==> src/common/pwo_params.svh <==
`ifndef PWO_PARAMS_SVH
`define PWO_PARAMS_SVH

// ML-DSA modulus, q = 2^23 - 2^13 + 1
`define PWO_Q 23'd8380417

// Coefficient width and its slot in a memory word
`define PWO_COEFF_W 23
`define PWO_REG_W 24

// Four coefficients per word, 256 per polynomial
`define PWO_LANES 4
`define PWO_WORDS 64

`define PWO_ADDR_W 15

// Cycles from a read request to the matching write request
`define PWO_LAT 3

`endif
==> src/common/pwo_arith_pkg.sv <==
`default_nettype none

`include "pwo_params.svh"

package pwo_arith_pkg;

    // ====================
    // Coefficient types
    // ====================

    // One coefficient, kept below q
    typedef logic [`PWO_COEFF_W-1:0] coeff_t;

    // Full width of a coefficient product
    typedef logic [2*`PWO_COEFF_W-1:0] prod_t;

    // All lanes of one memory word, lane 0 in the low bits
    typedef coeff_t [`PWO_LANES-1:0] coeff_vec_t;

    // ====================
    // Opcodes
    // ====================

    typedef enum logic [1:0] {
        IDLE = 2'd0,
        PWM  = 2'd1,
        PWA  = 2'd2,
        PWS  = 2'd3
    } pwo_op_e;

endpackage

`default_nettype wire

==> src/common/pwo_mem_pkg.sv <==
`default_nettype none

`include "pwo_params.svh"

package pwo_mem_pkg;

    // ====================
    // Memory interface
    // ====================

    typedef logic [`PWO_ADDR_W-1:0] mem_addr_t;

    // Four 24-bit slots, each holding a coefficient with a zero top bit
    typedef logic [`PWO_LANES-1:0][`PWO_REG_W-1:0] mem_word_t;

    typedef struct packed {
        logic      en;
        mem_addr_t addr;
    } mem_req_t;

    // ====================
    // Command
    // ====================

    typedef struct packed {
        pwo_arith_pkg::pwo_op_e op;
        logic                   acc;
        mem_addr_t              a_base;
        mem_addr_t              b_base;
        mem_addr_t              c_base;
    } pwo_cmd_t;

endpackage

`default_nettype wire

==> src/design/pwo_cfg_regs.sv <==
`timescale 1ns/1ps
`default_nettype none

`include "pwo_params.svh"

module pwo_cfg_regs (
    input  wire                    clk,
    input  wire                    reset_n,
    input  wire                    cmd_req_i,
    input  wire pwo_mem_pkg::pwo_cmd_t cmd_i,
    input  wire                    done_i,
    output pwo_mem_pkg::pwo_cmd_t  cfg_o,
    output logic                   start_o,
    output logic                   cmd_ack_o,
    output logic                   busy_o
);
    import pwo_arith_pkg::*;
    import pwo_mem_pkg::*;

    typedef enum logic [1:0] {
        WAIT_REQ,
        RUN,
        ACK,
        WAIT_DROP
    } hs_state_e;

    hs_state_e state_q;
    pwo_cmd_t  cmd_q;
    logic      accept;
    logic      finish;

    // Accept only with both req high and ack low
    assign accept = (state_q == WAIT_REQ) && cmd_req_i && !cmd_ack_o;

    // An IDLE command is acknowledged without starting the controller
    assign finish = (state_q == RUN) && (done_i || (cmd_q.op == IDLE));

    always_ff @(posedge clk or negedge reset_n) begin
        if (!reset_n) begin
            state_q   <= WAIT_REQ;
            cmd_q     <= '0;
            start_o   <= 1'b0;
            cmd_ack_o <= 1'b0;
            busy_o    <= 1'b0;
        end else begin
            start_o <= accept && (cmd_i.op != IDLE);
            case (state_q)
                WAIT_REQ: begin
                    if (accept) begin
                        state_q <= RUN;
                        cmd_q   <= cmd_i;
                        busy_o  <= 1'b1;
                    end
                end
                RUN: begin
                    if (finish) begin
                        state_q   <= ACK;
                        busy_o    <= 1'b0;
                        cmd_ack_o <= 1'b1;
                    end
                end
                ACK: begin
                    if (!cmd_req_i) begin
                        state_q   <= WAIT_DROP;
                        cmd_ack_o <= 1'b0;
                    end
                end
                // One turnaround cycle before the next command
                WAIT_DROP: state_q <= WAIT_REQ;
                default:   state_q <= WAIT_REQ;
            endcase
        end
    end

    assign cfg_o = cmd_q;

    done_in_run: assert property (@(posedge clk) disable iff (!reset_n)
        done_i |-> (state_q == RUN));

    cmd_stable: assert property (@(posedge clk) disable iff (!reset_n)
        (cmd_req_i && !cmd_ack_o) ##1 (cmd_req_i && !cmd_ack_o) |-> $stable(cmd_i));

endmodule

`default_nettype wire

==> config.mk <==
export PLATFORM = sky130hd
export DESIGN_NAME = pwo_cfg_regs
export DESIGN_NICKNAME = d
export VERILOG_FILES = /design/src/common/pwo_arith_pkg.sv /design/src/common/pwo_mem_pkg.sv /design/src/design/pwo_cfg_regs.sv
export VERILOG_INCLUDE_DIRS = /design/src /design/src/common
export SDC_FILE = /design/constraint.sdc
export NUM_CORES = 1
export LEC_CHECK = 0
export ABC_AREA = 1
export BUFFER_PORTS_ARGS = -buffer_cell sky130_fd_sc_hd__buf_2
export CORE_MARGIN = 8
export CORE_UTILIZATION = 49
export DETAILED_ROUTE_END_ITERATION = 12
export MAX_ROUTING_LAYER = met4
export PLACE_DENSITY = 0.82
export SETUP_SLACK_MARGIN = 0.3
export SLEW_MARGIN = 20
export SYNTH_ARGS = -nofsm -noshare
export SYNTH_HDL_FRONTEND = slang
export SYNTH_SLANG_ARGS = --single-unit
==> constraint.sdc <==
create_clock -name clk -period 2.4 [get_ports clk]
set_clock_uncertainty 0.1 [all_clocks]
set_input_delay 0.36 -clock clk [delete_from_list [all_inputs] [get_ports clk]]
set_output_delay 0.36 -clock clk [all_outputs]
set_load 0.05 [all_outputs]
* Yosys cells after proc, flatten, opt, wreduce, memory -nomap -nowiden
Index checks and enable logic that the tools add are counted.
Storage, ports and cells: register bits 53, output and inout port bits 51, logic and storage cells 40
Cells by class: eq/ne operators 6, multiplexer cells 10, reduce and logical (&&, ||, !) cells 15
Operators by type and width (count):
- $reduce_and 3->1 | 3
- $pmux 2 s4 | 1
- $mux 2 | 3
- $ne 2x2->1 const B | 3
- $reduce_bool 2->1 | 3
- $eq 2x2->1 const B | 2
- $logic_and 1x1->1 | 4
- $logic_not 2->1 | 2
- $mux 1 | 4
- $pmux 1 s2 | 2
- $eq 2x1->1 const B | 1
- $reduce_and 2->1 | 1
- $logic_not 1->1 | 1
- $logic_or 1x1->1 | 1

* Longest topological paths before layout
Gate-level depths: netlist (run 1).
depth in word-level cells 5, mapped depth 9, depth with buffers taken out 9

* Worst setup path after synthesis (run 1)
No wires, ideal clock.
path kind register to register, start reg cmd_ack_o, end reg cmd_q (netlist bit cfg_o[0]), setup time 118 ps, arrival 1162 ps, setup slack 1020 ps, cell stages (with the launch flop) 7, clock period less this slack 1380 ps, cells stage by stage dfrtp_1 > inv_1 > nand3_2 > buf_6 > buf_6 > nand2_1 > nand2_1
Between the ends: cells in the longest elaborated chain, start to end 3
RTL lines:
- start: declaration | RTL line pwo_cfg_regs.sv:14 | output logic cmd_ack_o,
- start signal: assignment | RTL line pwo_cfg_regs.sv:43 | cmd_ack_o <= 1'b0;
- start signal: assignment | RTL line pwo_cfg_regs.sv:59 | cmd_ack_o <= 1'b1;
- start signal: assignment | RTL line pwo_cfg_regs.sv:65 | cmd_ack_o <= 1'b0;
- $logic_not 1->1 | RTL line pwo_cfg_regs.sv:33 | assign accept = (state_q == WAIT_REQ) && cmd_req_i && !cmd_ack_o;
- $logic_and 1x1->1 | RTL line pwo_cfg_regs.sv:33
- $reduce_and 2->1 (no line)
- end signal: assignment | RTL line pwo_cfg_regs.sv:51 | cmd_q <= cmd_i;
- end: declaration | RTL line pwo_cfg_regs.sv:28 | pwo_cmd_t cmd_q;
Every way passes these cells. A chain may end at the register's enable or synchronous reset.

* Final worst setup path (run 1)
start reg state_q[0], end reg state_q[0]
Between the ends: cells in the longest elaborated chain, start to end 5, elaborated cells on any way between the ends 12, those cells by class eq/ne: 6; mux: 1; reduce/logical: 5
RTL lines:
- start: declaration | RTL line pwo_cfg_regs.sv:27 | hs_state_e state_q;
- start signal: assignment | RTL line pwo_cfg_regs.sv:40 | state_q <= WAIT_REQ;
- start signal: assignment | RTL line pwo_cfg_regs.sv:50 | state_q <= RUN;
- start signal: assignment | RTL line pwo_cfg_regs.sv:57 | state_q <= ACK;
- $logic_not 2->1 | RTL line pwo_cfg_regs.sv:33, pwo_cfg_regs.sv:47
- $logic_and 1x1->1 (2 in a row) | RTL line pwo_cfg_regs.sv:33
- $ne 2x2->1 (no line)
- $reduce_and 3->1 (no line)
Several ways; a longest one is shown, not always the timed one.

==> results of run 1 <==
cell families (layout without fill, tap and decap cells):
family | Yosys count | after routing
compound gates | 3 | 3
buf+inv | 21 | 126
flops | 53 | 53
fa+ha+maj | 4 | 4
simple gates | 163 | 163
synth_stat cells:
cell,n
nand2_1,154
nand3_1,4
or2_2,1
nor2_1,1
buf_4,4
inv_1,10
nand3_2,1
inv_2,1
nand4_1,2
dfrtp_1,53
ha_1,4
o21ai_0,3
buf_6,6
per-layer routing:
layer | global-route usage (%) | wire length (um) | vias to the layer above
li1 | - | - | 942
met1 | 19.8 | 2210 | 829
met2 | 27.1 | 2530 | 76
met3 | 2.71 | 489 | 9
met4 | 8.07 | 110 | 0
met5 | - | 0 | -
critical path, cell delays in order, from the launching register on:
cell and delay, ns:
dfrtp_1 0.38, inv_1 0.09, ha_1 0.23, nand3_2 0.09, buf_4 0.40, nand2_1 0.19, nand3_1 0.13, nand2_1 0.06
nand2_1 0.06
layout make-up:
cell class,count,area [sq um]
well taps,52,65.1
repair buffers,107,551
clock inverters,1,5.00
multi-input cells,170,696
fillers,383,1510
flip-flops and latches,53,1330
clock buffers,7,96.3
inverters,11,41.3
what timing repair did:
| item | in CTS | in global routing |
|---|---|---|
| hold buffers | 1 | 0 |
| endpoints found under the hold margin | 24 | 0 |
| setup endpoints to repair | 0 | 0 |
flip-flops by register name, indices dropped and copies added (netlist names):
signal / count
busy_o: 1
cfg_o: 48
cmd_ack_o: 1
start_o: 1
state_q: 2
power groups by stage:
stage	Combinational, mW	Sequential [mW]	Clock [mW]
floorplan	0.000602	0.910	0
global placement	0.0596	0.910	0
CTS	0.0626	0.892	0.553
detailed placement	0.0612	0.910	0
global route	0.0698	0.892	0.595
finish	0.0610	0.892	0.534
stage by stage:
| step | utilization, % | std cells | hold slack (ns) | cell area (sq um) |
|---|---|---|---|---|
| after floorplan | - | 244 | -0.0356 | 2160 |
| after global placement | 62.2 | 392 | 0.272 | 2670 |
| after CTS | 64.7 | 401 | 0.142 | 2780 |
| final | 64.7 | 401 | 0.151 | 2780 |
| after detailed placement | 62.2 | 392 | 0.287 | 2670 |
| after global routing | 64.7 | 401 | 0.138 | 2780 |
final timing paths:
check                        endpoint  slack (ns)  cells after the start
setup / recovery           state_q[0]        0.61                      8
hold / removal              cfg_o[16]        0.15                      3
setup reg to reg           state_q[0]        0.61                      8
hold reg to reg             cfg_o[10]        0.38                      2
max in group asynchronous   cfg_o[20]        0.94                      3
min in group asynchronous      busy_o        0.48                      2
==> impl_results.md, run 1 <==
* Top-area cell type share of the netlist area at between 60% and 70%
* Worst setup SP type: flop
* Slew at the pin closest to its max-slew limit at 0.558 ns
* Post-CTS setup buffer count at 0
* Final wirelength at about 5300 um
* Die span in x at 82.4 um
* CTS Sinks at 53
* Fin crit period at 1.79 ns
* Critical path class: flop to flop
* Min-delay worst type: primary input to flop
* Grt total ovfl at 0
* Clk_lat worst skew at roughly 0.30 ns
* Mapped Nets at 300
* WL/cell at approximately 13 um
* CTS tree: done
* Distinct cells, synth at 13
* #FFs+latches synth at between 50 and 60
* Compound-cell area share of the yosys netlist at 0.695%
* Largest net degree at the start of global routing at 48
* RSZ-0062 raised after global routing: no
* Overall Global Routing Usage at 16.7%
* DRC at 0
* Vias at about 1900
* Clock Tree Root: clkbuf_8
* # rows at 24
* Worst Min Path Start: cmd_i[16]
* Maximum VDD drop at 0.000340 V
* Vias/cell at 4.63
* Area contributors post-synth: dfrtp_1 (61%), nand2_1 (27%), buf_6 (3.1%)
* Req. time, crit path at 2.54 ns
* Netlist Area Pre-Place at between 2000 and 2500 sq um
* I/O pin count at 103
* Final Hold Fails at 0
* Clock tree buffer depth at 2
* Worst Path Max Fanout at 47
* Area Overhead vs Synth at 28.7%
* Proportion of synthesized area in mux cells at 0%
* NumNets Final at 404
* Pwr dens at 535 nW/um^2
* Max-slew violations at 0
* Power Total at 1.49 mW
* Clock transition at path regs at ~0.090 ns
* Worst slew margin at 62.8%
* Final setup viols at 0
* Post-Synth Adder-Cell Area at between 2 and 2.5%
* Status: finished clean
* Resized Gates After CTS at 0
* Dpl hpwl at approximately 4000 um
* Gpl congestion at 0.797
* Reg-to-reg startpoint: state_q[0]
* First-pass GRT wire length at 8540 um
* Sequential power share at 60.0%
* Worst setup EP type: flop
* Drt pass-1 iters at 4
* Post-Synth XOR/XNOR Area at 0%
* Max H-tree Level at 2
* Register area share after synthesis at about three fifths
* NetSw at 0.303 mW
* Net switching fraction of the power at 20.4%
* Vias in the first global route at 1966
* Critical path arrival at approximately 1.9 ns
* Mapped Cells at 244
* Synth area leader: dfrtp_1
* Max Cap Viol at 0
* Most common cell after layout, fill and taps aside: nand2_1
* Die Height at around 80 um
* Initial drt markers at between 100 and 150
* Most frequent cells in the layout: nand2_1 (154), buf_2 (102), dfrtp_1 (53)
* P_int at 1.18 mW
* Die Area at 6790 sq um
* Syn Area/Cell at 8.86 sq um
* Largest family of logic cells by synthesized area: simple AND/OR/NAND/NOR gates
* Setup TNS at 0 ns
* Diodes inserted at 0
* DRT antenna net count at 0
* Layout cells sized above 1 at between 30% and 40%
* Core Footprint at 4290 sq um
* Highest Clock Rate at 0.560 GHz
* Final worst slack at 0.614 ns
* Comb power frac at 4.1%
* Yosys warning count at 0
* Critical path origin: state_q[0]
* Clock power frac at 35.9%
* Final Cycle Share at between 70 and 80%
* Initial Util at approximately 50%
* Leakage at 1.79 nW
* Simple-gate portion of the synthesized area at 29.2%
* Placement Setup Slack at 0.631 ns
* Antenna violations before repair at 0
* Cts bufs inserted at 5
* I/O Buffers at 102
Note: power is estimated with default switching activity, not from simulation.
==> inputs of run 2 (changes only) <==
--- a/config.mk
+++ b/config.mk
@@ -9,10 +9,10 @@
 export ABC_AREA = 1
 export BUFFER_PORTS_ARGS = -buffer_cell sky130_fd_sc_hd__buf_2
 export CORE_MARGIN = 8
-export CORE_UTILIZATION = 49
+export CORE_UTILIZATION = 41
 export DETAILED_ROUTE_END_ITERATION = 12
 export MAX_ROUTING_LAYER = met4
-export PLACE_DENSITY = 0.82
+export PLACE_DENSITY = 0.73
 export SETUP_SLACK_MARGIN = 0.3
 export SLEW_MARGIN = 20
 export SYNTH_ARGS = -nofsm -noshare
==> constraint.sdc (replaced) <==
create_clock -name clk -period 1.56 [get_ports clk]
set_clock_uncertainty 0.1 [all_clocks]
set_input_delay 0.234 -clock clk [delete_from_list [all_inputs] [get_ports clk]]
set_output_delay 0.234 -clock clk [all_outputs]
set_load 0.05 [all_outputs]
==> run 2 against run 1 <==
Compared with the run above:
- register-to-register slack got worse by 0.44 ns
- global-route usage is 2.2 points lower
- utilization down 2.9 points
- clock power rose by 41%
- via count increased by 3.8%
- maximum frequency grew 28%
- worst hold slack got worse by 0.13 ns
- non-clock buffer count is 12 higher
- setup slack got worse by 0.44 ns
- combinational power grew 57%
==> impl_results.md, run 2 (synthesized netlist as in run 1, its figures left out) <==
* Pwr dens at 704 nW/um^2 (was 535 nW/um^2)
* # rows at 26 (was 24)
* Worst setup EP type: flop (unchanged)
* Critical path origin: state_q[1] (was state_q[0])
* Initial drt markers at 44 (was 135)
* Critical path class: flop to flop (unchanged)
* Maximum VDD drop at 0.000364 V (was 0.000340 V)
* Cts bufs inserted at 5 (unchanged)
* Post-Place Cells at 413 (was 392)
* I/O Buffers at 102 (unchanged)
* Antenna violations before repair at 0 (unchanged)
* Grt total ovfl at 0 (unchanged)
* Max reg flops at 48 (unchanged)
* DRT antenna net count at 0 (unchanged)
* Drt pass-1 iters at 4 (unchanged)
* Diodes inserted at 0 (unchanged)
* Critical path arrival at 1.48 ns (was 1.93 ns)
* Slew at the pin closest to its max-slew limit at 0.352 ns (was 0.558 ns)
* Max-slew violations at 0 (unchanged)
* Vias at 1926 (was 1856)
* Worst setup SP type: flop (unchanged)
* Most common cell after layout, fill and taps aside: nand2_1 (unchanged)
* Min-delay worst type: primary input to flop (unchanged)
* Leakage at 1.87 nW (was 1.79 nW)
* Initial Util at 42.3% (was 50.3%)
* Area of the multi-input gates at 763 sq um (was 696 sq um)
* Largest net degree at the start of global routing at 37 (was 48)
* Worst Min Path Start: cmd_i[25] (was cmd_i[16])
* Die Height at 88.6 um (was 82.4 um)
* Clock transition at path regs at 0.09 ns (about the same)
* Reg-to-reg startpoint: state_q[1] (was state_q[0])
* Die span in x at 88.6 um (was 82.4 um)
* Req. time, crit path at 1.65 ns (was 2.54 ns)
* WL/cell at 12.8 um (was 13.3 um)
* Status: finished clean (unchanged)
* Dpl hpwl at 3960 um (was 4040 um)
* Layout fillers at 437 (was 383)
* Max H-tree Level at 2 (unchanged)
* RSZ-0062 raised after global routing: yes (was no)
* Gpl congestion at 0.773 (was 0.797)
* Highest Clock Rate at 0.719 GHz (was 0.560 GHz)
* Final Hold Fails at 0 (unchanged)
* Final setup viols at 0 (unchanged)
* CTS tree: done (unchanged)
* Area Overhead vs Synth at 46.2% (was 28.7%)
* Layout cells sized above 1 at 40.0% (was 33.5%)
* Vias/cell at 4.48 (was 4.63)
* NumNets Final at 416 (was 404)
* Core Footprint at 5110 sq um (was 4290 sq um)
* Die Area at 7850 sq um (was 6790 sq um)
* Worst Path Max Fanout at 4 (was 47)
* Overall Global Routing Usage at 14.5% (was 16.7%)
* Final Cycle Share at 89.1% (was 74.4%)
* First-pass GRT wire length at 8790 um (was 8540 um)
* Register area at 1330 sq um (about the same)
* Clock tree buffer depth at 2 (unchanged)
* Final cell count without fillers at 430 (was 401)
* Clock Tree Root: clkbuf_8 (unchanged)
* Vias in the first global route at 1970 (was 1966)
* DRC at 0 (unchanged)
* Most frequent cells in the layout: nand2_1 (150), buf_2 (51), dfrtp_1 (50) (was nand2_1 (154), buf_2 (102), dfrtp_1 (53))
* Setup TNS at 0 ns (unchanged)
* I/O pin count at 103 (unchanged)
* Fin crit period at 1.39 ns (was 1.79 ns)
* Max Cap Viol at 0 (unchanged)
* Worst slew margin at 76.5% (was 62.8%)
* Final wirelength at 5500 um (was 5340 um)
* CTS Sinks at 53 (unchanged)
* Clk_lat worst skew at 0.30 ns (about the same)
-- run 2: per-layer routing --
| metal | vias up | routed length (um) | GRT usage [%] |
|---|---|---|---|
| li1 | 962 | - | - |
| met1 | 891 | 2270 | 17.0 |
| met2 | 66 | 2730 | 24.4 |
| met3 | 7 | 445 | 3.53 |
| met4 | 0 | 55 | 3.69 |
| met5 | - | 0 | - |
-- run 2: through the flow --
step           total power [mW]  worst slack [ns]  area (sq um)  utilization (%)  hold WS [ns]
3_3_place_gp               1.49             0.138          2750             53.8         0.149
2_1_floorplan              1.40             0.286          2180                -        -0.162
3_5_place_dp               1.50            0.0857          2750             53.8         0.157
6_report                   2.22             0.170          3160             61.9        0.0239
5_1_grt                    2.33            0.0969          3160             61.9        0.0188
4_1_cts                    2.27             0.198          3030             59.4        0.0112
-- run 2: final cells by class --
class	instances	share of cell area, %
Sequential cell	53	42.1
Timing Repair Buffer	119	26.7
Multi-Input combinational cell	170	24.2
Tap cell	70	2.77
Clock buffer	7	2.73
Inverter	11	1.54
-- run 2: critical path: stages (launching register included) --
cell and delay (ns):
dfrtp_1 0.40, inv_2 0.11, ha_4 0.16, nand3_4 0.11
buf_6 0.15, nand2_4 0.07, nand3_2 0.07, nand2_1 0.06
nand2_1 0.05
-- run 2: timing repair --
item                                    CTS  global route
gates cloned                              0             1
endpoints found under the setup margin   89            73
resized for setup                        54            31
hold buffers                              1             0
buffers inserted                          4             4
endpoints found under the hold margin    53             0
pin swaps                                 4             4
-- run 2: path summary, 6_finish.rpt --
path	depth (start not counted)	slack, ns	end
worst min register to register	2	0.37	cfg_o[7]
worst min-delay path	3	0.02	cfg_o[25]
worst max-delay path	8	0.17	state_q[0]
worst max register to register	8	0.17	state_q[0]
max in group asynchronous	3	0.69	cfg_o[47]
min in group asynchronous	3	0.38	cfg_o[39]
-- run 2: power breakdown --
group	switching (mW)	total [mW]	leakage, nW	internal, mW
Sequential	0	1.37	0.719	1.37
Clock	0.403	0.755	0.0443	0.353
Combinational	0.0462	0.0957	1.10	0.0494
Total	0.449	2.22	1.87	1.77
