==> config.mk <==
export PLATFORM = sky130hd
export DESIGN_NAME = pwo_ctrl
export DESIGN_NICKNAME = d
export VERILOG_FILES = /design/src/common/pwo_arith_pkg.sv /design/src/common/pwo_mem_pkg.sv /design/src/design/pwo_ctrl.sv
export VERILOG_INCLUDE_DIRS = /design/src /design/src/common
export SDC_FILE = /design/constraint.sdc
export NUM_CORES = 1
export LEC_CHECK = 0
export BUFFER_PORTS_ARGS = -buffer_cell sky130_fd_sc_hd__buf_2
export CAP_MARGIN = 10
export CORE_AREA = 2 2 80 82
export DETAILED_ROUTE_END_ITERATION = 8
export DIE_AREA = 0 0 82 84
export PLACE_DENSITY = 0.95
export SYNTH_ARGS = -nofsm -noshare
export SYNTH_HDL_FRONTEND = slang
export SYNTH_SLANG_ARGS = --single-unit
==> constraint.sdc <==
create_clock -name clk -period 6.8 [get_ports clk]
set_input_delay 1.02 -clock clk [delete_from_list [all_inputs] [get_ports clk]]
set_output_delay 1.02 -clock clk [all_outputs]
set_load 0.01 [all_outputs]
==> src/common/pwo_params.svh <==
`ifndef PWO_PARAMS_SVH
`define PWO_PARAMS_SVH

// ML-DSA modulus, q = 2^23 - 2^13 + 1
`define PWO_Q 23'd8380417

// Coefficient width and its slot in a memory word
`define PWO_COEFF_W 23
`define PWO_REG_W 24

// Four coefficients per word, 256 per polynomial
`define PWO_LANES 4
`define PWO_WORDS 64

`define PWO_ADDR_W 15

// Cycles from a read request to the matching write request
`define PWO_LAT 3

`endif
==> src/common/pwo_arith_pkg.sv <==
`default_nettype none

`include "pwo_params.svh"

package pwo_arith_pkg;

    // ====================
    // Coefficient types
    // ====================

    // One coefficient, kept below q
    typedef logic [`PWO_COEFF_W-1:0] coeff_t;

    // Full width of a coefficient product
    typedef logic [2*`PWO_COEFF_W-1:0] prod_t;

    // All lanes of one memory word, lane 0 in the low bits
    typedef coeff_t [`PWO_LANES-1:0] coeff_vec_t;

    // ====================
    // Opcodes
    // ====================

    typedef enum logic [1:0] {
        IDLE = 2'd0,
        PWM  = 2'd1,
        PWA  = 2'd2,
        PWS  = 2'd3
    } pwo_op_e;

endpackage

`default_nettype wire

==> src/common/pwo_mem_pkg.sv <==
`default_nettype none

`include "pwo_params.svh"

package pwo_mem_pkg;

    // ====================
    // Memory interface
    // ====================

    typedef logic [`PWO_ADDR_W-1:0] mem_addr_t;

    // Four 24-bit slots, each holding a coefficient with a zero top bit
    typedef logic [`PWO_LANES-1:0][`PWO_REG_W-1:0] mem_word_t;

    typedef struct packed {
        logic      en;
        mem_addr_t addr;
    } mem_req_t;

    // ====================
    // Command
    // ====================

    typedef struct packed {
        pwo_arith_pkg::pwo_op_e op;
        logic                   acc;
        mem_addr_t              a_base;
        mem_addr_t              b_base;
        mem_addr_t              c_base;
    } pwo_cmd_t;

endpackage

`default_nettype wire

==> src/design/pwo_ctrl.sv <==
`timescale 1ns/1ps
`default_nettype none

`include "pwo_params.svh"

module pwo_ctrl (
    input  wire                    clk,
    input  wire                    reset_n,
    input  wire pwo_mem_pkg::pwo_cmd_t cfg_i,
    input  wire                    start_i,
    output pwo_mem_pkg::mem_req_t  a_rd_req_o,
    output pwo_mem_pkg::mem_req_t  b_rd_req_o,
    output pwo_mem_pkg::mem_req_t  c_rd_req_o,
    output pwo_mem_pkg::mem_req_t  c_wr_req_o,
    output logic                   done_o
);
    import pwo_arith_pkg::*;
    import pwo_mem_pkg::*;

    localparam int CNT_W = $clog2(`PWO_WORDS);

    // Write request plus a marker for the final word
    typedef struct packed {
        logic     last;
        mem_req_t req;
    } wr_slot_t;

    logic                    rd_run;
    logic [CNT_W-1:0]        word_cnt;
    logic                    last_word;
    logic                    acc_rd;
    mem_addr_t               offset;
    mem_addr_t               c_addr;
    wr_slot_t                wr_slot_in;
    wr_slot_t [`PWO_LAT-1:0] wr_pipe;

    assign last_word = (word_cnt == CNT_W'(`PWO_WORDS - 1));
    assign acc_rd    = (cfg_i.op == PWM) && cfg_i.acc;
    assign offset    = mem_addr_t'(word_cnt);
    assign c_addr    = cfg_i.c_base + offset;

    // ====================
    // Read sequencing
    // ====================

    // One word per cycle, starting the cycle after start
    always_ff @(posedge clk or negedge reset_n) begin
        if (!reset_n) begin
            rd_run   <= 1'b0;
            word_cnt <= '0;
        end else if (start_i) begin
            rd_run   <= 1'b1;
            word_cnt <= '0;
        end else if (rd_run) begin
            word_cnt <= word_cnt + 1'b1;
            if (last_word) begin
                rd_run <= 1'b0;
            end
        end
    end

    assign a_rd_req_o = '{en: rd_run, addr: cfg_i.a_base + offset};
    assign b_rd_req_o = '{en: rd_run, addr: cfg_i.b_base + offset};

    // Old C words are only needed when accumulating
    assign c_rd_req_o = '{en: rd_run && acc_rd, addr: c_addr};

    // ====================
    // Write alignment
    // ====================

    assign wr_slot_in = '{last: last_word, req: '{en: rd_run, addr: c_addr}};

    // Write k leaves the pipe PWO_LAT cycles after read k
    always_ff @(posedge clk or negedge reset_n) begin
        if (!reset_n) begin
            wr_pipe <= '0;
            done_o  <= 1'b0;
        end else begin
            wr_pipe <= {wr_pipe[`PWO_LAT-2:0], wr_slot_in};
            done_o  <= wr_pipe[`PWO_LAT-1].req.en && wr_pipe[`PWO_LAT-1].last;
        end
    end

    assign c_wr_req_o = wr_pipe[`PWO_LAT-1].req;

    c_rd_only_acc: assert property (@(posedge clk) disable iff (!reset_n)
        c_rd_req_o.en |-> a_rd_req_o.en && (cfg_i.op == PWM) && cfg_i.acc);

endmodule

`default_nettype wire

After elaboration in Yosys (flattened, before gate mapping). Index checks and enable logic that the tools add are counted.

Input port bits: 51. Memory bits (read-only): 0. Memories kept: 0. Word-level logic and storage cells: 27. Bits in writable memories: 0. Latch bits: 0. Flip-flop bits (word level): 59.

Reduce and logical (&&, ||, !) cells: 4. Equal/unequal tests: 2. Add/sub/neg operators: 4. Shift-type cells: 0. Div/mod/pow operators: 0. $mul: 0. Multiplexer cells: 5. Magnitude comparators: 0. Bitwise operators: 0.

Operators by type and width (count): $add A15 B6 Y15 (3); $mux W6 (2); $add A6 B1 Y6 const B (1); $eq A6 B6 Y1 const B (1); $logic_and A1 B1 Y1 (3); $mux W1 (3); $eq A2 B1 Y1 const B (1); $reduce_bool A2 Y1 (1).

Logic depth before layout (Yosys ltp). Gate-level depths: netlist (run 1).

Depth in word-level cells: 4. Depth in mapped cells: 7.

Worst setup path after synthesis (run 1). OpenSTA, ideal clock, no wires.

Path type: input-to-output. Start: input cfg_i[15] (netlist bit). End: output b_rd_req_o[14] (netlist bit). Slack: 3.248 ns. Arrival time: 2.532 ns. Stages on the path: 7. Required time: 5.780 ns. Buffers on the path: 0. Path through: ha_1 inv_1 fa_1 and2b_1 o31ai_4 a2111oi_4 xor2_1.

RTL lines: start, declared (line pwo_ctrl.sv:9) `input wire pwo_mem_pkg::pwo_cmd_t cfg_i,`; end, declared (line pwo_ctrl.sv:12) `output pwo_mem_pkg::mem_req_t b_rd_req_o,`.

==> results of run 1 <==
-- flip-flops by register name, summed over array words and instances, names as in the netlist --
| signal | flops |
|---|---|
| rd_run | 1 |
| word_cnt | 6 |
| wr_pipe | 35 |
| c_wr_req_o | 16 |
| done_o | 1 |
-- layer usage --
metal / wire length (um) / track usage / up-vias
met5: 0 / 0 / -
met4: 93 / 0.0879 / 0
met3: 391 / 0.0433 / 8
met2: 3390 / 0.355 / 87
met1: 2710 / 0.233 / 1181
li1: - / - / 1196
-- placed cells by master, fill, tap and decap left out, types with 2 or more instances in the layout --
cell type / instances
a211o_1: 3
a211oi_1: 8
a21o_1: 7
a21oi_1: 18
and2_1: 2
and3_1: 3
buf_2: 115
clkbuf_8: 12
dfrtp_1: 59
fa_1: 3
ha_1: 19
inv_1: 9
nand2_1: 9
nand2b_1: 2
nand3_1: 5
nand4_1: 10
nor2_1: 14
nor3_1: 4
nor3b_1: 5
o2111ai_1: 2
o211ai_1: 2
o21a_1: 3
o21ai_0: 10
o21ai_1: 5
o21bai_1: 5
xnor2_1: 26
xor2_1: 11
-- metrics by stage --
step	cell area [um^2]	total power [mW]	setup WS, ns
after floorplan	3130	0.486	3.25
after global placement	3660	0.539	2.95
after detailed placement	3660	0.547	2.93
after CTS	3860	0.863	2.93
after global routing	3860	0.897	2.83
final	3860	0.855	2.92
-- worst paths after layout --
check                      slack, ns        start        endpoint  depth (start not counted)
max                             2.92     cfg_i[0]  c_rd_req_o[10]                          8
min                             0.34  wr_pipe[14]     wr_pipe[31]                          0
max reg2reg                     4.64  word_cnt[0]     wr_pipe[10]                          6
min reg2reg                     0.34  wr_pipe[14]     wr_pipe[31]                          0
max in group asynchronous       5.50      reset_n     wr_pipe[29]                          2
min in group asynchronous       0.83      reset_n   c_wr_req_o[1]                          2
-- cell type report --
type,instances,area share
clock buffer,12,0.0428
clock inverter,2,0.00909
inverter,9,0.00876
sequential,59,0.383
timing repair buffer,116,0.151
tap,77,0.0250
multi-input combinational,192,0.380
-- cells by family (layout without fill, tap and decap cells) --
kind of cell | after synthesis | count (layout) | share of synthesized area
compound gates | 69 | 69 | 0.155
xor+xnor | 37 | 37 | 0.103
fa+ha+maj | 22 | 22 | 0.0951
buf+inv | 31 | 139 | 0.0603
flops | 59 | 59 | 0.471
mux | 1 | 1 | 0.00320
simple gates | 63 | 63 | 0.111
-- critical path, cell delays in order --
cell      delay [ns]
buf_2           0.10
ha_1            0.23
fa_1            0.44
a211oi_1        0.37
o21ai_1         0.21
nand4_1         0.15
xnor2_1         0.16
buf_2           0.17
-- power by group through the flow --
stage / sequential, mW / clock [mW] / combinational [mW]
finish: 0.388 / 0.314 / 0.153
global route: 0.391 / 0.337 / 0.170
floorplan: 0.391 / 0 / 0.0949
global placement: 0.392 / 0 / 0.147
detailed placement: 0.394 / 0 / 0.153
CTS: 0.388 / 0.321 / 0.154
==> flow_summary_export.csv, run 1 <==
group,metric,value,unit
run_status,outcome,"complete, no violations",
clock_tree,clock_tree.root_cell,"clkbuf_8",
synthesis,netlist_top_cells_count,"dfrtp_1 (59), xnor2_1 (26), ha_1 (19)",
flow_run,max_cap_violations,0,
drt,viasPerCell,5.29,
timing,finalClockSkew,0.00566,ns
pwr,sequential_power_share,0.454,
clock_tree,cts_made_buffers,9,
finish,final-seq-area,1480,um^2
drt,detail_route.drc_violations,0,
pwr,power_per_cell_area,222,nW/um^2
drt,totalWireLength,6.58,mm
drt,drt-pass1-iter-count,4,
pwr,cell_internal_pwr,0.638,mW
floorplanning,starting_density_of_the_core,0.514,
finish,layout-area-overhead-vs-synth,23.1,%
pwr,share_clk_of_total_power,0.368,
global_routing,grt.overflow.total,0,
placed_design,place_inst,453,
setup_path,worst-endpoint-arrival,2.86,ns
floorplanning,pin_count,116,
synthesis,synth.yosys.seq_area_share,0.471,
timing,hold_ws,0.340,ns
finish,nFillCells,488,
global_routing,number_of_antenna_violations_at_the_first_check_in_global_routing,0,
synthesis,synth_enable_flop_cells,0,
timing,final_setup_violating_endpoints,0,
synthesis,synthArstFlopShare,1.00,
placed_design,gp_routability_congestion,0.791,
pwr,netSwitchingPower,0.216,mW
timing,min_period_over_period,0.571,
clock_tree,hold_buffers,0,
clock_tree,cts_tree,"built",
placed_design,placement.io_buffers,115,
setup_path,required,5.78,ns
drt,drt_iter0_markers,96,
pwr,leakage_power,1.88,nW
synthesis,synth_largest_area_cell,"dfrtp_1",
timing,slew_headroom,0.535,
pwr,comb_power_share,0.179,
floorplanning,fp.coreArea,6100,um^2
synthesis,synth.cell_area,3130,um^2
finish,layout.cells.non_filler,467,
clock_tree,cts_resized,0,
drt,detail_route.wl_per_cell,14.1,um
timing,worstMarginPinSlew,0.697,ns
placed_design,estimated_wirelength_of_the_detail_placed_design,5.02,mm
synthesis,number_of_cells_produced_by_synthesis,282,
synthesis,synthTopCellsByArea,"dfrtp_1 (47%), ha_1 (7.6%), xnor2_1 (7.3%)",
clock_tree,clkSlewWorstSetupHoldPaths,0.06,ns
setup_path,ws_path_type,"in2out",
clock_tree,clock_path_buffers,2,
timing,finalWorstPathRequiredPeriod,3.88,ns
setup_path,endpoint_kind,"output pin",
floorplanning,rows,29,
synthesis,yosys_most_used_dff,"dfrtp_1",
drt,ant_nets,0,
finish,final_nets,460,
global_routing,number_of_global_route_vias_before_repair,2458,
finish,insertedDiodeCount,0,
worst_hold_path,worst_hold_path_type,"reg2reg",
setup_path,timing.critical_path.from_type,"input pin",
timing,rsz0062_at_grt,"false",
pwr,power.switching_fraction,0.253,
drt,dr_total_vias,2472,
global_routing,grt_start_max_net_pins,60,
floorplanning,die_y,84,um
finish,drive_above_1_share,0.351,
clock_tree,cts_setup_buffers,0,
floorplanning,die_extent_in_x,82,um
clock_tree,clock_latency,0.32,ns
clock_tree,clkSinkCount,59,
synthesis,synth_top_area_share,0.471,
timing,maxClockFrequency,258,MHz
synthesis,yosysWarningCount,0,
clock_tree,h_tree_depth,3,
finish,multi_input_area,1470,um^2
synthesis,syn_area_per_cell,11.1,um^2
floorplanning,die_area,6890,um^2
setup_path,crit_path_max_fanout,4,
global_routing,grt_util_all_layers,0.203,
synthesis,post_synth_num_cell_types,44,
synthesis,postSynthNetCount,355,
synthesis,ys_ff_latch,59,
timing,setup-tns-final,0,ns
global_routing,global_route_wire_length_before_repair,10.8,mm
timing,finalHoldViolCount,0,
synthesis,post-synth-top-count-cell,"dfrtp_1",
finish,share_of_the_core_filled_with_cells_in_the_final_layout,0.633,
pwr,ir_drop,128,uV
timing,final_max_slew_viol_count,0,
Note: power is estimated with default switching activity, not from simulation.
==> run 2, diff against run 1 <==
CORE_AREA = 2 2 83 85   (was 2 2 80 82)
DIE_AREA = 0 0 85 87   (was 0 0 82 84)
PLACE_DENSITY = 0.9   (was 0.95)
clock period = 3.89 ns   (was 6.8 ns; I/O delays follow)
==> flow_summary_export.csv, run 2 (same netlist as run 1, synthesis figures left out) <==
group,metric,value,unit
finish,largest_reg_flops,35,
timing,setup-tns-final,0,ns
run_status,outcome,"complete, no violations",
clock_tree,clkSlewWorstSetupHoldPaths,0.06,ns
setup_path,r2r_start,"word_cnt[0]",
drt,drt-pass1-iter-count,4,
setup_path,ws_path_type,"reg2out",
finish,layout_common_cells,"buf_2 (115), dfrtp_1 (59), xnor2_1 (26)",
setup_path,critical_path_depth,7,
pwr,netSwitchingPower,0.385,mW
finish,layout-area-overhead-vs-synth,23.3,%
drt,dr_total_vias,2483,
clock_tree,h_tree_depth,3,
pwr,comb_power_share,0.179,
placed_design,placement.io_buffers,115,
drt,drt_iter0_markers,88,
global_routing,global_route_wire_length_before_repair,11.2,mm
setup_path,critical_path.slowest_cell,"dfrtp_1",
timing,final_setup_violating_endpoints,0,
drt,totalWireLength,6.74,mm
floorplanning,rows,30,
pwr,leakage_power,1.88,nW
pwr,ir_drop,459,uV
setup_path,timing.critical_path.from_type,"flop",
setup_path,rrSetupSlack,1.67,ns
clock_tree,cts_resized,0,
timing,slew_headroom,0.616,
floorplanning,die_extent_in_x,85,um
floorplanning,die_area,7400,um^2
timing,maxClockFrequency,313,MHz
clock_tree,hold_buffers,0,
finish,registers.top_by_ff_count,"wr_pipe",
setup_path,timing.reg2reg.worst_path_depth,6,
setup_path,crit_path_max_fanout,6,
placed_design,gp_routability_congestion,0.833,
pwr,power_per_cell_area,389,nW/um^2
global_routing,number_of_antenna_violations_at_the_first_check_in_global_routing,0,
timing,min_period_over_period,0.822,
global_routing,grt_util_all_layers,0.190,
pwr,power.switching_fraction,0.257,
floorplanning,fp.coreArea,6570,um^2
setup_path,critPathLaunch,"word_cnt[0]",
timing,finalHoldViolCount,0,
clock_tree,clock_path_buffers,2,
clock_tree,cts_setup_buffers,0,
timing,rsz0062_at_grt,"false",
setup_path,worst-endpoint-arrival,2.62,ns
floorplanning,pin_count,116,
timing,finalWorstSetupSlack,0.691,ns
floorplanning,starting_density_of_the_core,0.477,
floorplanning,die_y,87,um
finish,final_nets,460,
pwr,cell_internal_pwr,1.12,mW
drt,ant_nets,0,
placed_design,estimated_wirelength_of_the_detail_placed_design,5.28,mm
setup_path,required,3.31,ns
finish,insertedDiodeCount,0,
setup_path,endpoint_kind,"output pin",
setup_path,slowest_delay,0.48,ns
pwr,share_clk_of_total_power,0.370,
timing,finalClockSkew,0.00419,ns
global_routing,number_of_global_route_vias_before_repair,2503,
finish,layout.cells.most_common,"buf_2",
clock_tree,clock_latency,0.32,ns
global_routing,grt.overflow.total,0,
drt,viasPerCell,5.28,
drt,detail_route.wl_per_cell,14.3,um
clock_tree,clkSinkCount,59,
clock_tree,cts_tree,"built",
setup_path,cp_num_buf_inv,1,
flow_run,max_cap_violations,0,
timing,final_max_slew_viol_count,0,
clock_tree,clock_tree.root_cell,"clkbuf_8",
pwr,sequential_power_share,0.451,
setup_path,cp_top_family,"adder cells",
finish,drive_above_1_share,0.351,
timing,worstMarginPinSlew,0.576,ns
placed_design,pre_cts_ws,0.871,ns
drt,detail_route.drc_violations,0,
setup_path,timing.critical_path.cells,"ha_1 > fa_1 > a211oi_1 > o21ai_1 > nand4_1 > xnor2_1 > buf_2",
global_routing,grt_start_max_net_pins,33,
clock_tree,cts_made_buffers,9,
worst_hold_path,worst_hold_path_type,"in2async",
timing,finalWorstPathRequiredPeriod,3.20,ns
-- run 2: cell counts in the layout (fill, tap and decap cells not counted) --
Identical to the previous run, type by type.
-- run 2: power groups by stage --
| stage | Sequential [mW] | Clock [mW] | Combinational, mW |
|---|---|---|---|
| final | 0.677 | 0.555 | 0.268 |
| after global routing | 0.682 | 0.591 | 0.298 |
| after floorplan | 0.683 | 0 | 0.166 |
| after CTS | 0.678 | 0.564 | 0.271 |
| after detailed placement | 0.689 | 0 | 0.269 |
| after global placement | 0.685 | 0 | 0.259 |
-- run 2: path summary, 6_finish.rpt --
path / end
hold / removal: rd_run
max in group asynchronous: wr_pipe[31]
hold reg to reg: c_wr_req_o[12]
setup reg to reg: wr_pipe[10]
setup / recovery: c_rd_req_o[10]
min in group clk: c_wr_req_o[12]
-- run 2: final cells by class --
type,count,area [um^2]
Tap cell,80,100
Sequential cell,59,1480
Multi-Input combinational cell,192,1470
Timing Repair Buffer,116,583
Inverter,9,33.8
Clock inverter,2,35.0
Fill cell,561,2710
Clock buffer,12,165
-- run 2: layer usage --
layer / GRT usage / share of wire
met1: 0.216 / 0.40
met4: 0.0649 / 0.019
met3: 0.0474 / 0.067
met5: 0 / 0
met2: 0.349 / 0.52
-- run 2: metrics by stage --
| step | cell area [um^2] | std cells | hold WS [ns] | power [mW] | util |
|---|---|---|---|---|---|
| 3_5_place_dp | 3660 | 456 | 0.335 | 0.958 | 0.557 |
| 2_1_floorplan | 3130 | 282 | 0.288 | 0.849 | - |
| 5_1_grt | 3860 | 470 | 0.310 | 1.57 | 0.588 |
| 6_report | 3860 | 470 | 0.254 | 1.50 | 0.588 |
| 4_1_cts | 3860 | 470 | 0.259 | 1.51 | 0.588 |
| 3_3_place_gp | 3660 | 456 | 0.331 | 0.944 | 0.557 |
-- run 2: worst reg2reg max path, delay by kind of cell, from the launching register on --
| family | cells | cell delay (ns) |
|---|---|---|
| simple gates | 1 | 0.15 |
| xor+xnor | 1 | 0.16 |
| flops | 1 | 0.48 |
| compound gates | 2 | 0.61 |
| fa+ha+maj | 2 | 0.72 |
==> run 3, diff against run 2 <==
clock period = 3.2 ns   (was 3.89 ns; I/O delays follow)
==> flow_summary_export.csv, run 3 (same netlist as run 1, synthesis figures left out) <==
group,metric,value,unit
pwr,ir_drop,435,uV
setup_path,critical_path.slowest_cell,"dfrtp_2",
clock_tree,clock_latency,0.33,ns
clock_tree,hold_buffers,0,
drt,totalWireLength,6.69,mm
global_routing,grt_util_all_layers,0.186,
clock_tree,cts_made_buffers,9,
finish,layout.cells.non_filler,472,
finish,insertedDiodeCount,0,
global_routing,grt_start_max_net_pins,45,
pwr,post_layout_total_power,1.84,mW
setup_path,crit_path_max_fanout,6,
floorplanning,die_extent_in_x,85,um
timing,rsz0062_at_grt,"false",
placed_design,place_inst,456,
timing,finalWorstPathRequiredPeriod,3.00,ns
finish,layout.cells.most_common,"buf_2",
clock_tree,clock_tree.root_cell,"clkbuf_8",
floorplanning,rows,30,
timing,maxClockFrequency,333,MHz
floorplanning,fp.coreArea,6570,um^2
drt,viasPerCell,5.24,
setup_path,ws_path_type,"reg2out",
worst_hold_path,worst_hold_path_type,"in2async",
timing,min_period_over_period,0.937,
global_routing,number_of_global_route_vias_before_repair,2414,
clock_tree,cts_tree,"built",
placed_design,estimated_wirelength_of_the_detail_placed_design,5.30,mm
finish,nFillCells,536,
pwr,power_per_cell_area,474,nW/um^2
timing,worstMarginPinSlew,0.894,ns
pwr,leakage_power,1.87,nW
global_routing,number_of_antenna_violations_at_the_first_check_in_global_routing,0,
floorplanning,pin_count,116,
placed_design,placement.io_buffers,115,
setup_path,required,2.72,ns
clock_tree,h_tree_depth,3,
global_routing,global_route_wire_length_before_repair,11.0,mm
setup_path,worst-endpoint-arrival,2.52,ns
placed_design,gp_routability_congestion,0.835,
flow_run,max_cap_violations,0,
timing,final_setup_violating_endpoints,0,
finish,largest_reg_flops,35,
run_status,outcome,"complete, no violations",
drt,detail_route.drc_violations,0,
timing,finalClockSkew,0.00638,ns
setup_path,timing.critical_path.from_type,"flop",
floorplanning,die_area,7400,um^2
setup_path,endpoint_kind,"output pin",
setup_path,timing.critical_path.cells,"ha_1 > fa_1 > a211oi_1 > o21ai_1 > nand4_1 > xnor2_1 > buf_2",
setup_path,slowest_delay,0.46,ns
finish,drive_above_1_share,0.360,
finish,final_nets,460,
clock_tree,clkSinkCount,59,
timing,slew_headroom,0.404,
drt,drt_iter0_markers,99,
drt,dr_total_vias,2471,
floorplanning,starting_density_of_the_core,0.477,
drt,drt-pass1-iter-count,4,
global_routing,grt.overflow.total,0,
timing,setup-tns-final,0,ns
drt,detail_route.wl_per_cell,14.2,um
timing,finalHoldViolCount,0,
finish,layout_common_cells,"buf_2 (115), dfrtp_1 (57), xnor2_1 (26)",
finish,layout-area-overhead-vs-synth,23.8,%
finish,registers.top_by_ff_count,"wr_pipe",
timing,final_max_slew_viol_count,0,
floorplanning,die_y,87,um
clock_tree,clkSlewWorstSetupHoldPaths,0.06,ns
clock_tree,clock_path_buffers,2,
drt,ant_nets,0,
run 3: cell types whose count changed in the layout (fill, tap and decap cells not counted):
| cell | before | now |
|---|---|---|
| clkinvlp_4 | 0 | 2 |
| dfrtp_1 | 59 | 57 |
| dfrtp_2 | 0 | 2 |
| and2b_1 | 1 | 0 |
| and2b_2 | 0 | 1 |
| clkbuf_1 | 0 | 1 |
| clkinv_2 | 1 | 0 |
run 3: path summary, 6_finish.rpt:
path,from,end,slack (ns),depth (start not counted)
worst max-delay path,word_cnt[0],c_rd_req_o[10],0.20,7
worst min-delay path,reset_n,wr_pipe[1],0.28,1
worst max register to register,word_cnt[0],wr_pipe[10],1.08,6
worst min register to register,wr_pipe[12],wr_pipe[29],0.34,0
max in group asynchronous,reset_n,word_cnt[1],2.17,2
min in group clk,wr_pipe[12],wr_pipe[29],0.34,0
run 3: layout make-up:
| type | count | area (um^2) | share of cell area |
|---|---|---|---|
| clock buffers | 13 | 169 | 0.0436 |
| clock inverters | 3 | 45.0 | 0.0116 |
| inverters | 9 | 33.8 | 0.00871 |
| multi-input cells | 192 | 1470 | 0.379 |
| flip-flops and latches | 59 | 1480 | 0.381 |
| well taps | 80 | 100 | 0.0258 |
| repair buffers | 116 | 583 | 0.150 |
run 3: through the flow:
step / hold WS, ns / setup WS (ns) / util / cell area, um^2
after floorplan: 0.184 / 0.728 / - / 3130
after global placement: 0.331 / 0.437 / 0.557 / 3660
after detailed placement: 0.335 / 0.415 / 0.557 / 3660
after CTS: 0.293 / 0.105 / 0.590 / 3870
after global routing: 0.347 / 0.0270 / 0.590 / 3880
final: 0.279 / 0.201 / 0.590 / 3880
run 3: power breakdown:
part / leakage (nW) / internal (mW) / switching, mW / total, mW
logic: 1.08 / 0.142 / 0.185 / 0.326
registers: 0.694 / 0.802 / 0.0207 / 0.823
clock network: 0.102 / 0.423 / 0.265 / 0.688
run 3: repair_timing:
action                     CTS  global route
resized for setup            0             3
setup buffers                0             0
setup endpoints to repair    0             3
run 3: critical path: cells and delay by family, from the launching register on:
kind / cells / cell delay, ns
adder cells (fa/ha/maj): 2 / 0.66
AO/OA/AOI/OAI: 2 / 0.58
flip-flops: 1 / 0.46
buffers and inverters: 1 / 0.17
AND/OR/NAND/NOR: 1 / 0.16
XOR/XNOR: 1 / 0.15
run 3: metal layers:
layer | wire length (um) | up-vias | global-route usage | part of all wire
met2 | 3540 | 86 | 0.338 | 0.53
met1 | 2580 | 1164 | 0.205 | 0.39
li1 | - | 1205 | - | -
met3 | 412 | 16 | 0.0493 | 0.062
met5 | 0 | - | 0 | 0
met4 | 155 | 0 | 0.0794 | 0.023
